<file path="src/codec_pkg.sv">
`default_nettype none

package codec_pkg;

    // Control register addresses of the codec
    typedef enum logic [6:0] {
        REG_LLINE_IN = 7'h00,
        REG_RLINE_IN = 7'h01,
        REG_LHP_OUT  = 7'h02,
        REG_RHP_OUT  = 7'h03,
        REG_ANA_PATH = 7'h04,  // Analogue audio path
        REG_DIG_PATH = 7'h05,  // Digital audio path
        REG_PWR_DOWN = 7'h06,
        REG_IF_FMT   = 7'h07,  // Digital audio interface format
        REG_SAMPLING = 7'h08,
        REG_ACTIVE   = 7'h09,
        REG_RESET    = 7'h0F
    } codec_reg_e;

    // One register write, address plus 9-bit data
    typedef struct packed {
        logic [6:0] addr;
        logic [8:0] data;
    } codec_word_t;

    localparam logic [7:0] CODEC_DEV_ADDR = 8'h34;  // Write address byte

    localparam int INIT_LEN = 7;

    // Power-up order, Active Control goes last
    localparam codec_word_t INIT_TABLE [INIT_LEN] = '{
        '{addr: REG_RESET,    data: 9'h000},
        '{addr: REG_ANA_PATH, data: 9'h015},
        '{addr: REG_DIG_PATH, data: 9'h000},
        '{addr: REG_PWR_DOWN, data: 9'h000},
        '{addr: REG_IF_FMT,   data: 9'h042},
        '{addr: REG_SAMPLING, data: 9'h019},
        '{addr: REG_ACTIVE,   data: 9'h001}
    };

endpackage

`default_nettype wire

</file>
<file path="src/ctrl_pkg.sv">
`default_nettype none

package ctrl_pkg;

    // Wishbone word addresses
    typedef enum logic [1:0] {
        WB_CTRL   = 2'd0,  // Bit 0 starts power-up
        WB_STATUS = 2'd1,  // Read only
        WB_CMD    = 2'd2   // Bits 15:0 hold a codec word
    } wb_reg_e;

    // STATUS bit positions
    localparam int STAT_BUSY      = 0;
    localparam int STAT_INIT_DONE = 1;
    localparam int STAT_NACK      = 2;

    typedef enum logic [2:0] {
        SEQ_IDLE,
        SEQ_INIT_ISSUE,
        SEQ_INIT_WAIT,
        SEQ_CMD_ISSUE,
        SEQ_CMD_WAIT
    } seq_state_e;

    // Each phase lasts two SCL quarters
    typedef enum logic [2:0] {
        PH_IDLE,
        PH_START,
        PH_BIT_LOW,
        PH_BIT_HIGH,
        PH_STOP_LOW,
        PH_STOP_HIGH,
        PH_GAP
    } i2c_phase_e;

endpackage

`default_nettype wire

</file>
<file path="src/i2c_cmd_if.sv">
`default_nettype none
`timescale 1ns/1ps

interface i2c_cmd_if;

    logic                   req;    // Word is valid
    logic                   ready;  // Engine can take a frame
    codec_pkg::codec_word_t word;
    logic                   done;   // One cycle after stop
    logic                   nack;   // Valid with done

    modport master (
        output req,
        output word,
        input  ready,
        input  done,
        input  nack
    );

    modport engine (
        input  req,
        input  word,
        output ready,
        output done,
        output nack
    );

endinterface

`default_nettype wire

</file>
<file path="src/wb_cfg_regs.sv">
`default_nettype none
`timescale 1ns/1ps

module wb_cfg_regs (
    input  wire                    i_clk,
    input  wire                    i_rst_n,
    input  wire                    i_wb_cyc,
    input  wire                    i_wb_stb,
    input  wire                    i_wb_we,
    input  ctrl_pkg::wb_reg_e      i_wb_adr,
    input  wire  [31:0]            i_wb_dat,
    output logic [31:0]            o_wb_dat,
    output logic                   o_wb_ack,
    output logic                   o_start,
    output logic                   o_slot_valid,
    output codec_pkg::codec_word_t o_slot_word,
    output logic                   o_nack_clr,
    input  wire                    i_slot_take,
    input  wire                    i_busy,
    input  wire                    i_init_done,
    input  wire                    i_nack
);

    logic                   wb_req;
    logic                   cmd_wr;
    logic                   ctrl_wr;
    logic                   accept;
    logic [31:0]            status_w;
    logic                   ack_r;
    logic                   start_r;
    logic                   nack_clr_r;
    logic                   slot_valid_r;
    logic [31:0]            dat_r;
    codec_pkg::codec_word_t slot_word_r;

    assign wb_req  = i_wb_cyc && i_wb_stb && !ack_r;  // New request only
    assign cmd_wr  = i_wb_we && (i_wb_adr == ctrl_pkg::WB_CMD);
    assign ctrl_wr = i_wb_we && (i_wb_adr == ctrl_pkg::WB_CTRL);

    // A full slot holds off the CMD write
    assign accept = wb_req && !(cmd_wr && slot_valid_r);

    always_comb begin
        status_w = '0;
        status_w[ctrl_pkg::STAT_BUSY]      = i_busy || slot_valid_r;
        status_w[ctrl_pkg::STAT_INIT_DONE] = i_init_done;
        status_w[ctrl_pkg::STAT_NACK]      = i_nack;
    end

    always_ff @(posedge i_clk or posedge i_rst_n) begin
        if (i_rst_n) begin
            ack_r        <= 1'b0;
            start_r      <= 1'b0;
            nack_clr_r   <= 1'b0;
            slot_valid_r <= 1'b0;
        end else begin
            ack_r      <= accept;
            start_r    <= accept && ctrl_wr && i_wb_dat[0] && !i_busy;  // Ignored while busy
            nack_clr_r <= accept && ctrl_wr;
            if (accept && cmd_wr)
                slot_valid_r <= 1'b1;
            else if (i_slot_take)
                slot_valid_r <= 1'b0;
        end
    end

    always_ff @(posedge i_clk) begin
        if (accept && cmd_wr)
            slot_word_r <= i_wb_dat[15:0];
        if (accept)
            dat_r <= (!i_wb_we && i_wb_adr == ctrl_pkg::WB_STATUS) ? status_w : '0;
    end

    assign o_wb_ack     = ack_r;
    assign o_wb_dat     = dat_r;
    assign o_start      = start_r;
    assign o_nack_clr   = nack_clr_r;
    assign o_slot_valid = slot_valid_r;
    assign o_slot_word  = slot_word_r;

    // Ack answers a live cycle
    a_ack_in_cycle: assert property (@(posedge i_clk) disable iff (i_rst_n)
        o_wb_ack |-> (i_wb_cyc && i_wb_stb));

    // Sequencer takes only a full slot
    a_take_full: assert property (@(posedge i_clk) disable iff (i_rst_n)
        i_slot_take |-> o_slot_valid);

endmodule

`default_nettype wire

</file>
<file path="src/codec_write_seq.sv">
`default_nettype none
`timescale 1ns/1ps

module codec_write_seq (
    input  wire                    i_clk,
    input  wire                    i_rst_n,
    input  wire                    i_start,
    input  wire                    i_slot_valid,
    input  codec_pkg::codec_word_t i_slot_word,
    input  wire                    i_nack_clr,
    output logic                   o_slot_take,
    output logic                   o_busy,
    output logic                   o_init_done,
    output logic                   o_nack,
    i2c_cmd_if.master              cmd
);

    localparam int IDX_W = $clog2(codec_pkg::INIT_LEN);

    ctrl_pkg::seq_state_e   state_r;
    logic [IDX_W-1:0]       idx_r;      // Power-up table position
    logic                   init_done_r;
    logic                   nack_r;
    logic                   in_init;
    codec_pkg::codec_word_t host_word_r;

    assign in_init = (state_r == ctrl_pkg::SEQ_INIT_ISSUE) ||
                     (state_r == ctrl_pkg::SEQ_INIT_WAIT);

    assign cmd.req  = (state_r == ctrl_pkg::SEQ_INIT_ISSUE) ||
                      (state_r == ctrl_pkg::SEQ_CMD_ISSUE);
    assign cmd.word = in_init ? codec_pkg::INIT_TABLE[idx_r] : host_word_r;

    // Start wins over a pending slot
    assign o_slot_take = (state_r == ctrl_pkg::SEQ_IDLE) && !i_start && i_slot_valid;
    assign o_busy      = (state_r != ctrl_pkg::SEQ_IDLE);
    assign o_init_done = init_done_r;
    assign o_nack      = nack_r;

    always_ff @(posedge i_clk or posedge i_rst_n) begin
        if (i_rst_n) begin
            state_r     <= ctrl_pkg::SEQ_IDLE;
            idx_r       <= '0;
            init_done_r <= 1'b0;
            nack_r      <= 1'b0;
        end else begin
            case (state_r)
                ctrl_pkg::SEQ_IDLE: begin
                    if (i_start) begin
                        idx_r       <= '0;
                        init_done_r <= 1'b0;
                        state_r     <= ctrl_pkg::SEQ_INIT_ISSUE;
                    end else if (i_slot_valid) begin
                        state_r <= ctrl_pkg::SEQ_CMD_ISSUE;
                    end
                end
                ctrl_pkg::SEQ_INIT_ISSUE: begin
                    if (cmd.ready)
                        state_r <= ctrl_pkg::SEQ_INIT_WAIT;
                end
                ctrl_pkg::SEQ_INIT_WAIT: begin
                    if (cmd.done) begin
                        if (idx_r == IDX_W'(codec_pkg::INIT_LEN - 1)) begin
                            init_done_r <= 1'b1;  // Active Control written
                            state_r     <= ctrl_pkg::SEQ_IDLE;
                        end else begin
                            idx_r   <= idx_r + 1'b1;
                            state_r <= ctrl_pkg::SEQ_INIT_ISSUE;
                        end
                    end
                end
                ctrl_pkg::SEQ_CMD_ISSUE: begin
                    if (cmd.ready)
                        state_r <= ctrl_pkg::SEQ_CMD_WAIT;
                end
                ctrl_pkg::SEQ_CMD_WAIT: begin
                    if (cmd.done)
                        state_r <= ctrl_pkg::SEQ_IDLE;
                end
                default: state_r <= ctrl_pkg::SEQ_IDLE;
            endcase

            // Sticky until a CTRL write
            if (cmd.done && cmd.nack)
                nack_r <= 1'b1;
            else if (i_nack_clr)
                nack_r <= 1'b0;
        end
    end

    always_ff @(posedge i_clk) begin
        if (o_slot_take)
            host_word_r <= i_slot_word;
    end

    // Engine finishes only a frame that was handed over
    a_done_in_wait: assert property (@(posedge i_clk) disable iff (i_rst_n)
        cmd.done |-> (state_r inside {ctrl_pkg::SEQ_INIT_WAIT, ctrl_pkg::SEQ_CMD_WAIT}));

endmodule

`default_nettype wire

</file>
<file path="src/i2c_write_engine.sv">
`default_nettype none
`timescale 1ns/1ps

module i2c_write_engine #(
    parameter int CLK_DIV = 4  // Clocks per SCL quarter
) (
    input  wire        i_clk,
    input  wire        i_rst_n,
    input  wire        i_sda,
    output logic       o_scl,
    output logic       o_sda,
    output logic       o_sda_oen,
    i2c_cmd_if.engine  cmd
);

    localparam int DIV_W = (CLK_DIV > 1) ? $clog2(CLK_DIV) : 1;
    localparam int LAST  = 26;  // 24 data bits and 3 ack slots

    ctrl_pkg::i2c_phase_e phase_r;
    logic [DIV_W-1:0]     div_r;
    logic                 q_r;      // Quarter within the phase
    logic [4:0]           bit_r;
    logic [LAST:0]        frame_r;
    logic                 scl_r;
    logic                 sda_r;
    logic                 oen_r;
    logic                 nack_r;
    logic                 done_r;
    logic                 tick;
    logic                 ack_slot;
    logic                 xfer;

    assign tick     = (div_r == DIV_W'(CLK_DIV - 1));
    assign ack_slot = (bit_r == 5'd8) || (bit_r == 5'd17) || (bit_r == 5'd26);
    assign xfer     = cmd.req && cmd.ready;

    assign cmd.ready = (phase_r == ctrl_pkg::PH_IDLE);
    assign cmd.done  = done_r;
    assign cmd.nack  = nack_r;

    assign o_scl     = scl_r;
    assign o_sda     = sda_r;
    assign o_sda_oen = oen_r;

    // Ack positions carry a 1 so SDA idles high when released
    always_ff @(posedge i_clk) begin
        if (xfer)
            frame_r <= {codec_pkg::CODEC_DEV_ADDR, 1'b1,
                        cmd.word.addr, cmd.word.data[8], 1'b1,
                        cmd.word.data[7:0], 1'b1};
    end

    always_ff @(posedge i_clk or posedge i_rst_n) begin
        if (i_rst_n) begin
            phase_r <= ctrl_pkg::PH_IDLE;
            div_r   <= '0;
            q_r     <= 1'b0;
            bit_r   <= '0;
            scl_r   <= 1'b1;
            sda_r   <= 1'b1;
            oen_r   <= 1'b1;
            nack_r  <= 1'b0;
            done_r  <= 1'b0;
        end else begin
            done_r <= 1'b0;
            if (phase_r == ctrl_pkg::PH_IDLE) begin
                div_r <= '0;
                q_r   <= 1'b0;
                if (xfer) begin
                    sda_r   <= 1'b0;  // Start, SDA falls with SCL high
                    bit_r   <= '0;
                    nack_r  <= 1'b0;
                    phase_r <= ctrl_pkg::PH_START;
                end
            end else if (tick) begin
                div_r <= '0;
                q_r   <= ~q_r;
                case (phase_r)
                    ctrl_pkg::PH_START: begin
                        if (q_r) begin
                            scl_r   <= 1'b0;
                            phase_r <= ctrl_pkg::PH_BIT_LOW;
                        end
                    end
                    ctrl_pkg::PH_BIT_LOW: begin
                        if (!q_r) begin
                            sda_r <= frame_r[LAST - bit_r];  // Data moves mid-low
                            oen_r <= !ack_slot;
                        end else begin
                            scl_r   <= 1'b1;
                            phase_r <= ctrl_pkg::PH_BIT_HIGH;
                        end
                    end
                    ctrl_pkg::PH_BIT_HIGH: begin
                        if (!q_r) begin
                            if (ack_slot && i_sda)
                                nack_r <= 1'b1;
                        end else begin
                            scl_r   <= 1'b0;
                            bit_r   <= bit_r + 1'b1;
                            phase_r <= (bit_r == 5'(LAST)) ? ctrl_pkg::PH_STOP_LOW
                                                            : ctrl_pkg::PH_BIT_LOW;
                        end
                    end
                    ctrl_pkg::PH_STOP_LOW: begin
                        if (!q_r) begin
                            sda_r <= 1'b0;
                            oen_r <= 1'b1;  // Take SDA back after last ack
                        end else begin
                            scl_r   <= 1'b1;
                            phase_r <= ctrl_pkg::PH_STOP_HIGH;
                        end
                    end
                    ctrl_pkg::PH_STOP_HIGH: begin
                        if (!q_r)
                            sda_r <= 1'b1;  // Stop
                        else
                            phase_r <= ctrl_pkg::PH_GAP;
                    end
                    ctrl_pkg::PH_GAP: begin
                        if (q_r) begin
                            done_r  <= 1'b1;
                            phase_r <= ctrl_pkg::PH_IDLE;
                        end
                    end
                    default: phase_r <= ctrl_pkg::PH_IDLE;
                endcase
            end else begin
                div_r <= div_r + 1'b1;
            end
        end
    end

    // SDA edges under high SCL only for start and stop
    a_sda_stable: assert property (@(posedge i_clk) disable iff (i_rst_n)
        ($changed(o_sda) && o_scl) |->
            (phase_r inside {ctrl_pkg::PH_START, ctrl_pkg::PH_STOP_HIGH}));

endmodule

`default_nettype wire

</file>
<file path="src/codec_cfg_top.sv">
`default_nettype none
`timescale 1ns/1ps

module codec_cfg_top #(
    parameter int CLK_DIV = 4
) (
    input  wire         i_clk,
    input  wire         i_rst_n,
    input  wire         i_wb_cyc,
    input  wire         i_wb_stb,
    input  wire         i_wb_we,
    input  wire  [1:0]  i_wb_adr,
    input  wire  [31:0] i_wb_dat,
    output logic [31:0] o_wb_dat,
    output logic        o_wb_ack,
    output logic        o_scl,
    output logic        o_sda,
    output logic        o_sda_oen,
    input  wire         i_sda
);

    logic                   start;
    logic                   slot_valid;
    codec_pkg::codec_word_t slot_word;
    logic                   slot_take;
    logic                   nack_clr;
    logic                   busy;
    logic                   init_done;
    logic                   nack;

    i2c_cmd_if cmd_if ();

    wb_cfg_regs u_regs (
        .i_clk        (i_clk),
        .i_rst_n      (i_rst_n),
        .i_wb_cyc     (i_wb_cyc),
        .i_wb_stb     (i_wb_stb),
        .i_wb_we      (i_wb_we),
        .i_wb_adr     (ctrl_pkg::wb_reg_e'(i_wb_adr)),
        .i_wb_dat     (i_wb_dat),
        .o_wb_dat     (o_wb_dat),
        .o_wb_ack     (o_wb_ack),
        .o_start      (start),
        .o_slot_valid (slot_valid),
        .o_slot_word  (slot_word),
        .o_nack_clr   (nack_clr),
        .i_slot_take  (slot_take),
        .i_busy       (busy),
        .i_init_done  (init_done),
        .i_nack       (nack)
    );

    codec_write_seq u_seq (
        .i_clk        (i_clk),
        .i_rst_n      (i_rst_n),
        .i_start      (start),
        .i_slot_valid (slot_valid),
        .i_slot_word  (slot_word),
        .i_nack_clr   (nack_clr),
        .o_slot_take  (slot_take),
        .o_busy       (busy),
        .o_init_done  (init_done),
        .o_nack       (nack),
        .cmd          (cmd_if.master)
    );

    i2c_write_engine #(
        .CLK_DIV (CLK_DIV)
    ) u_eng (
        .i_clk     (i_clk),
        .i_rst_n   (i_rst_n),
        .i_sda     (i_sda),
        .o_scl     (o_scl),
        .o_sda     (o_sda),
        .o_sda_oen (o_sda_oen),
        .cmd       (cmd_if.engine)
    );

endmodule

`default_nettype wire

</file>
<file path="config.mk">
export PLATFORM = sky130hd
export DESIGN_NAME = codec_cfg_top
export DESIGN_NICKNAME = d
export VERILOG_FILES = /design/src/codec_pkg.sv /design/src/ctrl_pkg.sv /design/src/i2c_cmd_if.sv /design/src/wb_cfg_regs.sv /design/src/codec_write_seq.sv /design/src/i2c_write_engine.sv /design/src/codec_cfg_top.sv
export SDC_FILE = /design/constraint.sdc
export NUM_CORES = 1
export LEC_CHECK = 0
export ABC_AREA = 1
export BUFFER_PORTS_ARGS = -buffer_cell sky130_fd_sc_hd__buf_2
export CAP_MARGIN = 20
export CORE_ASPECT_RATIO = 1.25
export CORE_MARGIN = 3
export CORE_UTILIZATION = 43
export DETAILED_ROUTE_END_ITERATION = 8
export HOLD_SLACK_MARGIN = 0.12
export PLACE_DENSITY = 0.68
export SETUP_SLACK_MARGIN = 0.1
export SYNTH_ARGS = -nofsm -noshare
export SYNTH_HDL_FRONTEND = slang
export SYNTH_SLANG_ARGS = --single-unit
</file>
<file path="constraint.sdc">
create_clock -name i_clk -period 2.7 [get_ports i_clk]
set_input_delay 0.54 -clock i_clk [delete_from_list [all_inputs] [get_ports i_clk]]
set_output_delay 0.54 -clock i_clk [all_outputs]
set_load 0.02 [all_outputs]
</file>
== Word level (Yosys, flattened, before mapping) ==
Memories as Yosys holds them, arrays and structs flattened.
Index checks and enable logic that the tools add are counted.

* Register bits: 108
* Bits in latches: 0
* RAM bits: 0
* Bits in read-only memories: 128
* Input bits: 40
* Word-level logic and storage cells: 192
* Memories: 1

{| class="wikitable"
|+ Memory list
! name !! words !! width !! read ports !! clocked after Yosys merged registers in !! write ports !! line !! source
|-
| (name not given) || 8 || 16 || 1 || 0 || 0 || codec_write_seq.sv:32 || <nowiki>assign cmd.word = in_init ? codec_pkg::INIT_TABLE[idx_r] : host_word_r;</nowiki>
|}

* Add/sub/neg operators: 4
* Multipliers: 0
* Divide/modulo/power cells: 0
* Magnitude comparators: 2
* Eq/ne operators: 40
* Shift operators: 0
* Mux-type cells: 66
* Bitwise logic cells: 3
* Reduce and logical (&&, ||, !) cells: 52

{| class="wikitable"
|+ Operator list
! operator !! count
|-
| 3-bit two-way mux || 19
|-
| 16-bit two-way mux || 3
|-
| 32-bit by 6-bit less-than comparator with 1-bit output (second input constant) || 1
|-
| 1-bit two-way mux || 29
|-
| 5-bit two-way mux || 5
|-
| 5-bit AND reduction || 4
|-
| 3-bit by 1-bit != test with 1-bit output (second input constant) || 6
|-
| 3-bit one-hot mux with 6 select lines || 1
|-
| 2-bit nonzero test || 9
|-
| 1-bit logical AND || 16
|-
| 3-bit equality test (second input constant) || 5
|-
| 3-bit one-hot mux with 5 select lines || 1
|-
| 2-bit by 1-bit != test with 1-bit output (second input constant) || 7
|-
| 3-bit by 2-bit equality test with 1-bit output (second input constant) || 4
|-
| 2-bit != test (second input constant) || 6
|-
| 4-bit AND reduction || 3
|-
| 5-bit equality test (second input constant) || 2
|-
| 3-bit by 2-bit != test with 1-bit output (second input constant) || 3
|-
| 8-bit AND reduction || 1
|-
| 3-bit by 1-bit equality test with 1-bit output (second input constant) || 2
|-
| 1-bit logical NOT || 6
|-
| 3-bit logical NOT || 2
|-
| 1-bit one-hot mux with 2 select lines || 3
|-
| 3-bit one-hot mux with 2 select lines || 1
|-
| 20 further kinds || 28
|}

== Logic depth before layout (Yosys ltp) ==
Gate-level depths: netlist (run 1).

* Depth after elaboration: 9
* Gate-level depth with buffers: 15
* Depth with buffers taken out: 13

== Hierarchy ==
Synthesis (run 1) repeated with hierarchy kept, for this count alone.

* Cell total of the unflattened synthesis: 424
* Area total of the unflattened synthesis: 4025.1 um^2

{| class="wikitable"
|+ By module, submodules not included
! module !! instances !! cells an instance !! area an instance (um^2) !! seq. area each (um^2)
|-
| i2c_write_engine || 1 || 196 || 1739.2 || 884.6
|-
| codec_write_seq || 1 || 146 || 1271.2 || 680.7
|-
| wb_cfg_regs || 1 || 82 || 1014.7 || 670.6
|}

== Worst setup path after synthesis (run 1) ==
OpenSTA, ideal clock, no wires.

* Path type: flip-flop to flip-flop
* Start point: reg u_seq.state_r[1]
* End point: reg u_seq.host_word_r[0] (netlist bit), enable pin
* Data arrival time: 1.734 ns
* Required time: 2.312 ns
* Slack: 0.577 ns
* Stages on the path, launching flop included: 8
* Buffers on the path: 0
* Period minus slack after synthesis: 2.123 ns
* Cells stage by stage: dfrtp_1 > inv_1 > nand2_1 > nor2_1 > inv_1 > nor2_1 > inv_1 > nor2_1

* Longest elaborated chain between the ends: 3

{| class="wikitable"
|+ Ends and longest elaborated chain
! item !! line !! source
|-
| start: declaration || codec_write_seq.sv:20 || <nowiki>ctrl_pkg::seq_state_e state_r;</nowiki>
|-
| start signal: assignment || codec_write_seq.sv:42 || <nowiki>state_r <= ctrl_pkg::SEQ_IDLE;</nowiki>
|-
| start signal: assignment || codec_write_seq.sv:52 || <nowiki>state_r <= ctrl_pkg::SEQ_INIT_ISSUE;</nowiki>
|-
| start signal: assignment || codec_write_seq.sv:54 || <nowiki>state_r <= ctrl_pkg::SEQ_CMD_ISSUE;</nowiki>
|-
| 3-bit logical NOT || codec_write_seq.sv:35 || <nowiki>assign o_slot_take = (state_r == ctrl_pkg::SEQ_IDLE) && !i_start && i_slot_valid;</nowiki>
|-
| 1-bit logical AND (2 in a row) || codec_write_seq.sv:35 ||
|-
| via slot_take || codec_cfg_top.sv:25 || <nowiki>logic slot_take;</nowiki>
|-
| end signal: assignment || codec_write_seq.sv:93 || <nowiki>host_word_r <= i_slot_word;</nowiki>
|-
| end: declaration || codec_write_seq.sv:25 || <nowiki>codec_pkg::codec_word_t host_word_r;</nowiki>
|}

The timed path passes the listed nets, and every way through them passes these cells.
A chain may end at the register's enable or synchronous reset.

==> results.sh, run 1 <==
export IMPL_run_status="complete, no violations"
export IMPL_synth_edf_count=51
export IMPL_num_antenna_cells=0
export IMPL_critPathLaunch="u_seq.state_r[0]"
export IMPL_crit_path_end_kind="flip-flop"
export IMPL_dpl_cell_area_sq_um=3990
export IMPL_slew_headroom=0.631
export IMPL_p_int_uw=1830
export IMPL_async_reset_ff_frac=0.354
export IMPL_ys_types=35
export IMPL_post_drt_via_cell_ratio=4.58
export IMPL_yosysSeqAreaShare=0.586
export IMPL_routed_wl_microns=5980
export IMPL_critPathArrivalTime_ps=2070
export IMPL_rows=37
export IMPL_final_fill_count=782
export IMPL_grt_use_met2=0.235
export IMPL_p_leak_uw=0.00189
export IMPL_critical_path_class="flip-flop to flip-flop"
export IMPL_cts_sinks=79
export IMPL_synth_ff_type="edfxtp_1"
export IMPL_hpwl_microns=4490
export IMPL_grt_pass1_vias=2475
export IMPL_finalSetupViolations=0
export IMPL_yosysWarnings=0
export IMPL_post_synth_cell_area_avg_sq_um=9.80
export IMPL_gp_congestion=0.840
export IMPL_cts_resized=0
export IMPL_p_seq_frac=0.560
export IMPL_routedWlPerCell_microns=10.9
export IMPL_finalHoldViolations=0
export IMPL_worstHoldPathType="primary input to asynchronous set/reset pin"
export IMPL_fin_crit_sh=0.724
export IMPL_post_place_ws_ps=705
export IMPL_dpl_cell_count=532
export IMPL_clk_latency_ps=350
export IMPL_fin_nets=477
export IMPL_cts_tree="done"
export IMPL_vdd_drop_max_uv=385
export IMPL_grt_overflow_total=0
export IMPL_drive_gt1_frac=0.142
export IMPL_antenna_found_initial=0
export IMPL_rrSetupSlack_ps=740
export IMPL_required_ps=2810
export IMPL_post_cts_buffers=0
export IMPL_p_clk_frac=0.405
export IMPL_holdBufCountCts=0
export IMPL_drc=0
export IMPL_path_max_fanout=12
export IMPL_grt_busiest_layer="met2"
export IMPL_path_clk_slew_ps=80
export IMPL_syn_area_sq_um=3810
export IMPL_syn_inst=389
export IMPL_clock_root_buffer="clkbuf_8"
export IMPL_p_sw_frac=0.208
export IMPL_switchingPower_uw=480
export IMPL_grtUsageMet3=0.0380
export IMPL_stdcell_area_sq_um=4210
export IMPL_r2r_end="u_eng.frame_r[12]"
export IMPL_power_total_uw=2310
export IMPL_min_period_ps=1960
export IMPL_finalSetupTns_ps=0
export IMPL_slew_viol_final=0
export IMPL_die_y_microns=111
export IMPL_final_cells=548
export IMPL_cap_viol_max_count=0
export IMPL_drt_pre_antenna_iters=4
export IMPL_worstMarginPinSlew_ps=552
export IMPL_grt_usage=0.127
export IMPL_syn2layout_area_growth_pct=10.4
export IMPL_grt_pass1_wl_microns=10300
export IMPL_grt_start_max_net_pins=29
export IMPL_cts_buffers=9
export IMPL_crit_path_end="u_eng.frame_r[12]"
export IMPL_numPortBuffers=30
export IMPL_use_met1=0.123
export IMPL_fmax_mhz=511
export IMPL_htreeDepth=3
export IMPL_ys_ff_latch=79
export IMPL_drtIter0Drc=138
export IMPL_routed_via_count=2512
export IMPL_cellPowerDensity_nw_per_um2=549
export IMPL_grt_setup_unrepaired="false"
export IMPL_ioPinCount=76
export IMPL_die_width_microns=90.2
export IMPL_drtAntennaViolNets=0
export IMPL_cp_start_kind="flip-flop"
export IMPL_pwr_share_comb=0.034
export IMPL_floorplan_initialDensity=0.452
export IMPL_fin_ws_ps=745
export IMPL_die_area_sq_um=10000
export IMPL_timing_rr_start="u_seq.state_r[0]"
export IMPL_r2r_cells=5
export IMPL_core_sq_um=8430
export IMPL_clk_path_buf_depth=2
export IMPL_clock_skew_ps=5.30
## kinds of logic (layout without fill, tap and decap cells)
group	after synthesis	after routing	synth area share
AO/OA/AOI/OAI	47	47	0.0716
XOR/XNOR	2	2	0.00460
adder cells (fa/ha/maj)	11	11	0.0361
buffers and inverters	89	103	0.121
flip-flops	79	79	0.586
other	1	29	0.000984
AND/OR/NAND/NOR	160	160	0.180
## synthesized netlist by cell type (all sizes together), types with 2 or more instances
master	instances	area, sq um
a31oi	2	12.5
o21ai	22	110
buf	33	250
nor3	4	25.0
o22ai	3	18.8
ha	11	138
inv	52	195
nand3	30	150
xor2	2	17.5
nand3b	3	22.5
nand2	79	302
nand4	3	18.8
dfstp	3	78.8
a21oi	14	73.8
clkbuf	4	15.0
edfxtp	51	1530
a211oi	2	27.5
dfrtp	25	626
nor2	39	154
## metal layers
| metal | vias to the layer above | wire (microns) |
|---|---|---|
| met4 | 0 | 129 |
| met1 | 1154 | 2350 |
| met3 | 10 | 241 |
| met5 | - | 0 |
| met2 | 61 | 3260 |
| li1 | 1287 | - |
## cell usage in the layout (no fill, tap or decap), types with 2 or more instances in the layout
cell type	instances
edfxtp_1	51
nand4_1	3
buf_4	5
inv_1	50
nand3_1	30
o21ai_1	2
inv_2	2
conb_1	29
dfrtp_1	25
nand2_2	2
nand2_1	77
nor2_1	38
clkbuf_8	9
nor3_1	3
a21oi_1	13
bufinv_16	2
clkinv_4	3
a31oi_1	2
ha_1	11
o21ai_0	20
buf_2	30
nand3b_1	3
dfstp_2	3
xor2_1	2
o22ai_1	3
## metrics by stage
step                hold WS (ps)  utilization
finish                       246        0.499
floorplan                    400            -
global route                 275        0.499
global placement             401        0.473
CTS                          234        0.499
detailed placement           405        0.473
## how the worst min path moves through the flow
stage	endpoint	slack, ps	cells past startpoint
after global routing	u_eng.div_r[0]	270	3
after detailed placement	u_seq.host_word_r[3]	400	0
after CTS	u_regs.o_nack_clr	230	3
after global placement	u_seq.host_word_r[11]	400	0
after floorplan	u_seq.host_word_r[0]	400	0
final	u_eng.div_r[1]	250	3
## sequential cells by signal, indices dropped and copies added, names as in the netlist, 2 cells and up
register,count
u_eng.bit_r,5
u_eng.div_r,2
u_eng.frame_r,16
u_eng.phase_r,3
u_regs.o_slot_word,16
u_regs.o_wb_dat,3
u_seq.host_word_r,16
u_seq.idx_r,3
u_seq.state_r,3
## critical path, cell delays in order, from the launching register on
cell,delay [ps]
dfrtp_1,430
nor3_2,390
inv_1,110
nand2_1,310
inv_1,260
a21o_1,230
## area by class of cell
cell class                      count  area, sq um  share of cell area
Tap cell                          117          146              0.0348
Clock inverter                      7         97.6              0.0232
Inverter                           52          195              0.0464
Multi-Input combinational cell    249         1220               0.290
Timing Repair Buffer               35          188              0.0446
Sequential cell                    79         2240               0.531
Clock buffer                        9          124              0.0294
## power by group through the flow
stage / Clock (uW) / Sequential, uW / Combinational [uW]
after CTS: 972 / 1290 / 79.8
final: 935 / 1290 / 79.6
after detailed placement: 0 / 1320 / 79.5
after global routing: 1010 / 1290 / 87.8
after global placement: 0 / 1320 / 78.0
after floorplan: 0 / 1320 / 83.1
Note: power is estimated with default switching activity, not from simulation.
==> run 2: changes to the inputs <==
clock period = 2 ns   (was 2.7 ns; I/O delays follow)
==> run 2 against run 1 <==
Combinational power up 38%. First-iteration DRC count fell by 35%. Via count increased by 2.5%. Hold slack got worse by 23 ps. Flip-flop and latch count unchanged. Routed wire length is 3.0% higher. Sequential share of layout area is 0.92 points lower. Non-clock buffer count increased by 9. Register-to-register slack worse by 460 ps. Critical endpoint is now u_eng.bit_r[3].
==> results.sh, run 2 (same netlist as run 1, synthesis figures left out) <==
export IMPL_run_status="complete, no violations"
export IMPL_fin_ws_ps=289
export IMPL_crit_slowest_cell="dfrtp_1"
export IMPL_cap_viol_max_count=0
export IMPL_routed_via_count=2574
export IMPL_cpLargestDelayFamily="compound AO/OA/AOI/OAI gates"
export IMPL_cp_start_kind="flip-flop"
export IMPL_gp_congestion=0.845
export IMPL_post_drt_via_cell_ratio=4.62
export IMPL_drtAntennaViolNets=0
export IMPL_finalSetupTns_ps=0
export IMPL_htreeDepth=3
export IMPL_drt_pre_antenna_iters=4
export IMPL_clk_path_buf_depth=2
export IMPL_vdd_drop_max_uv=451
export IMPL_worstHoldPathType="primary input to flip-flop"
export IMPL_slowest_delay_ps=460
export IMPL_core_sq_um=8430
export IMPL_r2r_cells=7
export IMPL_slew_viol_final=0
export IMPL_grt_overflow_total=0
export IMPL_final_common_cell="nand2_1"
export IMPL_grt_setup_unrepaired="false"
export IMPL_ioPinCount=76
export IMPL_dpl_cell_area_sq_um=4020
export IMPL_min_path_cells=1
export IMPL_die_width_microns=90.2
export IMPL_num_antenna_cells=0
export IMPL_numPortBuffers=30
export IMPL_path_max_fanout=12
export IMPL_path_depth=7
export IMPL_fin_crit_sh=0.856
export IMPL_grt_pass1_vias=2413
export IMPL_rows=37
export IMPL_clock_skew_ps=11.5
export IMPL_grt_start_max_net_pins=29
export IMPL_die_y_microns=111
export IMPL_cellPowerDensity_nw_per_um2=733
export IMPL_stdcell_area_sq_um=4280
export IMPL_floorplan_initialDensity=0.452
export IMPL_clock_root_buffer="clkbuf_8"
export IMPL_fmax_mhz=584
export IMPL_grt_usage=0.128
export IMPL_finalSetupViolations=0
export IMPL_syn2layout_area_growth_pct=12.4
export IMPL_crit_path_end_kind="flip-flop"
export IMPL_cts_buffers=9
export IMPL_clk_latency_ps=350
export IMPL_cts_sinks=79
export IMPL_drc=0
export IMPL_mostFrequentLayoutCells="77 x nand2_1, 51 x edfxtp_1, 50 x inv_1"
export IMPL_routedWlPerCell_microns=11.1
export IMPL_required_ps=2230
export IMPL_drive_gt1_frac=0.164
export IMPL_fin_nets=486
export IMPL_post_place_ws_ps=263
export IMPL_final_util=0.508
export IMPL_min_period_ps=1710
export IMPL_cts_tree="done"
export IMPL_crit_buf_inv=1
export IMPL_critPathArrivalTime_ps=1940
export IMPL_path_cells="nor2_4, nand2_4, nand2_1, o21ai_1, a211oi_4, buf_4, o21ai_0"
export IMPL_critical_path_class="flip-flop to flip-flop"
export IMPL_die_area_sq_um=10000
export IMPL_hpwl_microns=4370
export IMPL_path_clk_slew_ps=80
export IMPL_antenna_found_initial=0
export IMPL_routed_wl_microns=6160
export IMPL_finalHoldViolations=0
export IMPL_grt_pass1_wl_microns=10300
export IMPL_drtIter0Drc=90
export IMPL_p_leak_uw=0.00194
-- run 2: cell count changes in the layout (fill, tap and decap cells not counted), moves of 2 or more --
cell and delta:
buf_4 +8, clkbuf_1 +2, nor2_1 -2, nor2_2 +2
-- run 2: through the flow --
| stage | std cells | hold WS [ps] | total power [uW] |
|---|---|---|---|
| after detailed placement | 536 | 405 | 1890 |
| after global placement | 536 | 401 | 1890 |
| after CTS | 553 | 204 | 3170 |
| after global routing | 557 | 203 | 3240 |
| after floorplan | 417 | 400 | 1900 |
| final | 557 | 223 | 3140 |
-- run 2: cell type report --
type	instances	area (sq um)
Clock inverter	5	82.6
Clock buffer	11	131
Sequential cell	79	2240
Multi-Input combinational cell	249	1230
Tap cell	117	146
Inverter	52	195
Fill cell	765	4140
Timing Repair Buffer	44	258
-- run 2: routing by layer --
layer,GRT usage,vias to the layer above,wire [microns]
met5,0,-,0
met4,0.0705,0,154
met3,0.0278,12,327
met2,0.228,76,3200
met1,0.139,1178,2480
li1,-,1308,-
-- run 2: final timing paths --
path                                     endpoint                   from  slack [ps]
min in group asynchronous          u_eng.div_r[1]                i_rst_n         660
hold reg to reg              u_seq.host_word_r[3]  u_regs.o_slot_word[3]         420
hold / removal             u_regs.o_slot_word[12]           i_wb_dat[12]         220
setup / recovery                   u_eng.bit_r[3]       u_eng.phase_r[0]         290
max in group asynchronous             u_eng.o_sda                i_rst_n        1020
setup reg to reg                   u_eng.bit_r[3]       u_eng.phase_r[0]         290
-- run 2: where the power goes --
group / internal, uW / switching (uW)
clock: 706 / 576
sequential: 1740 / 4.53
combinational: 25.2 / 85.0
total: 2470 / 666
-- run 2: worst reg2reg max path: stages, from the launching register on --
cell and delay [ps]:
dfrtp_1 460, nor2_4 190, nand2_4 130, nand2_1 120, o21ai_1 160, a211oi_4 300
buf_4 170, o21ai_0 60
-- run 2: timing repair --
item	4_1_cts	5_1_grt
setup buffers	0	4
gates resized for setup	0	3
hold buffers	1	0
hold endpoints to repair	25	0
endpoints found under the setup margin	0	4
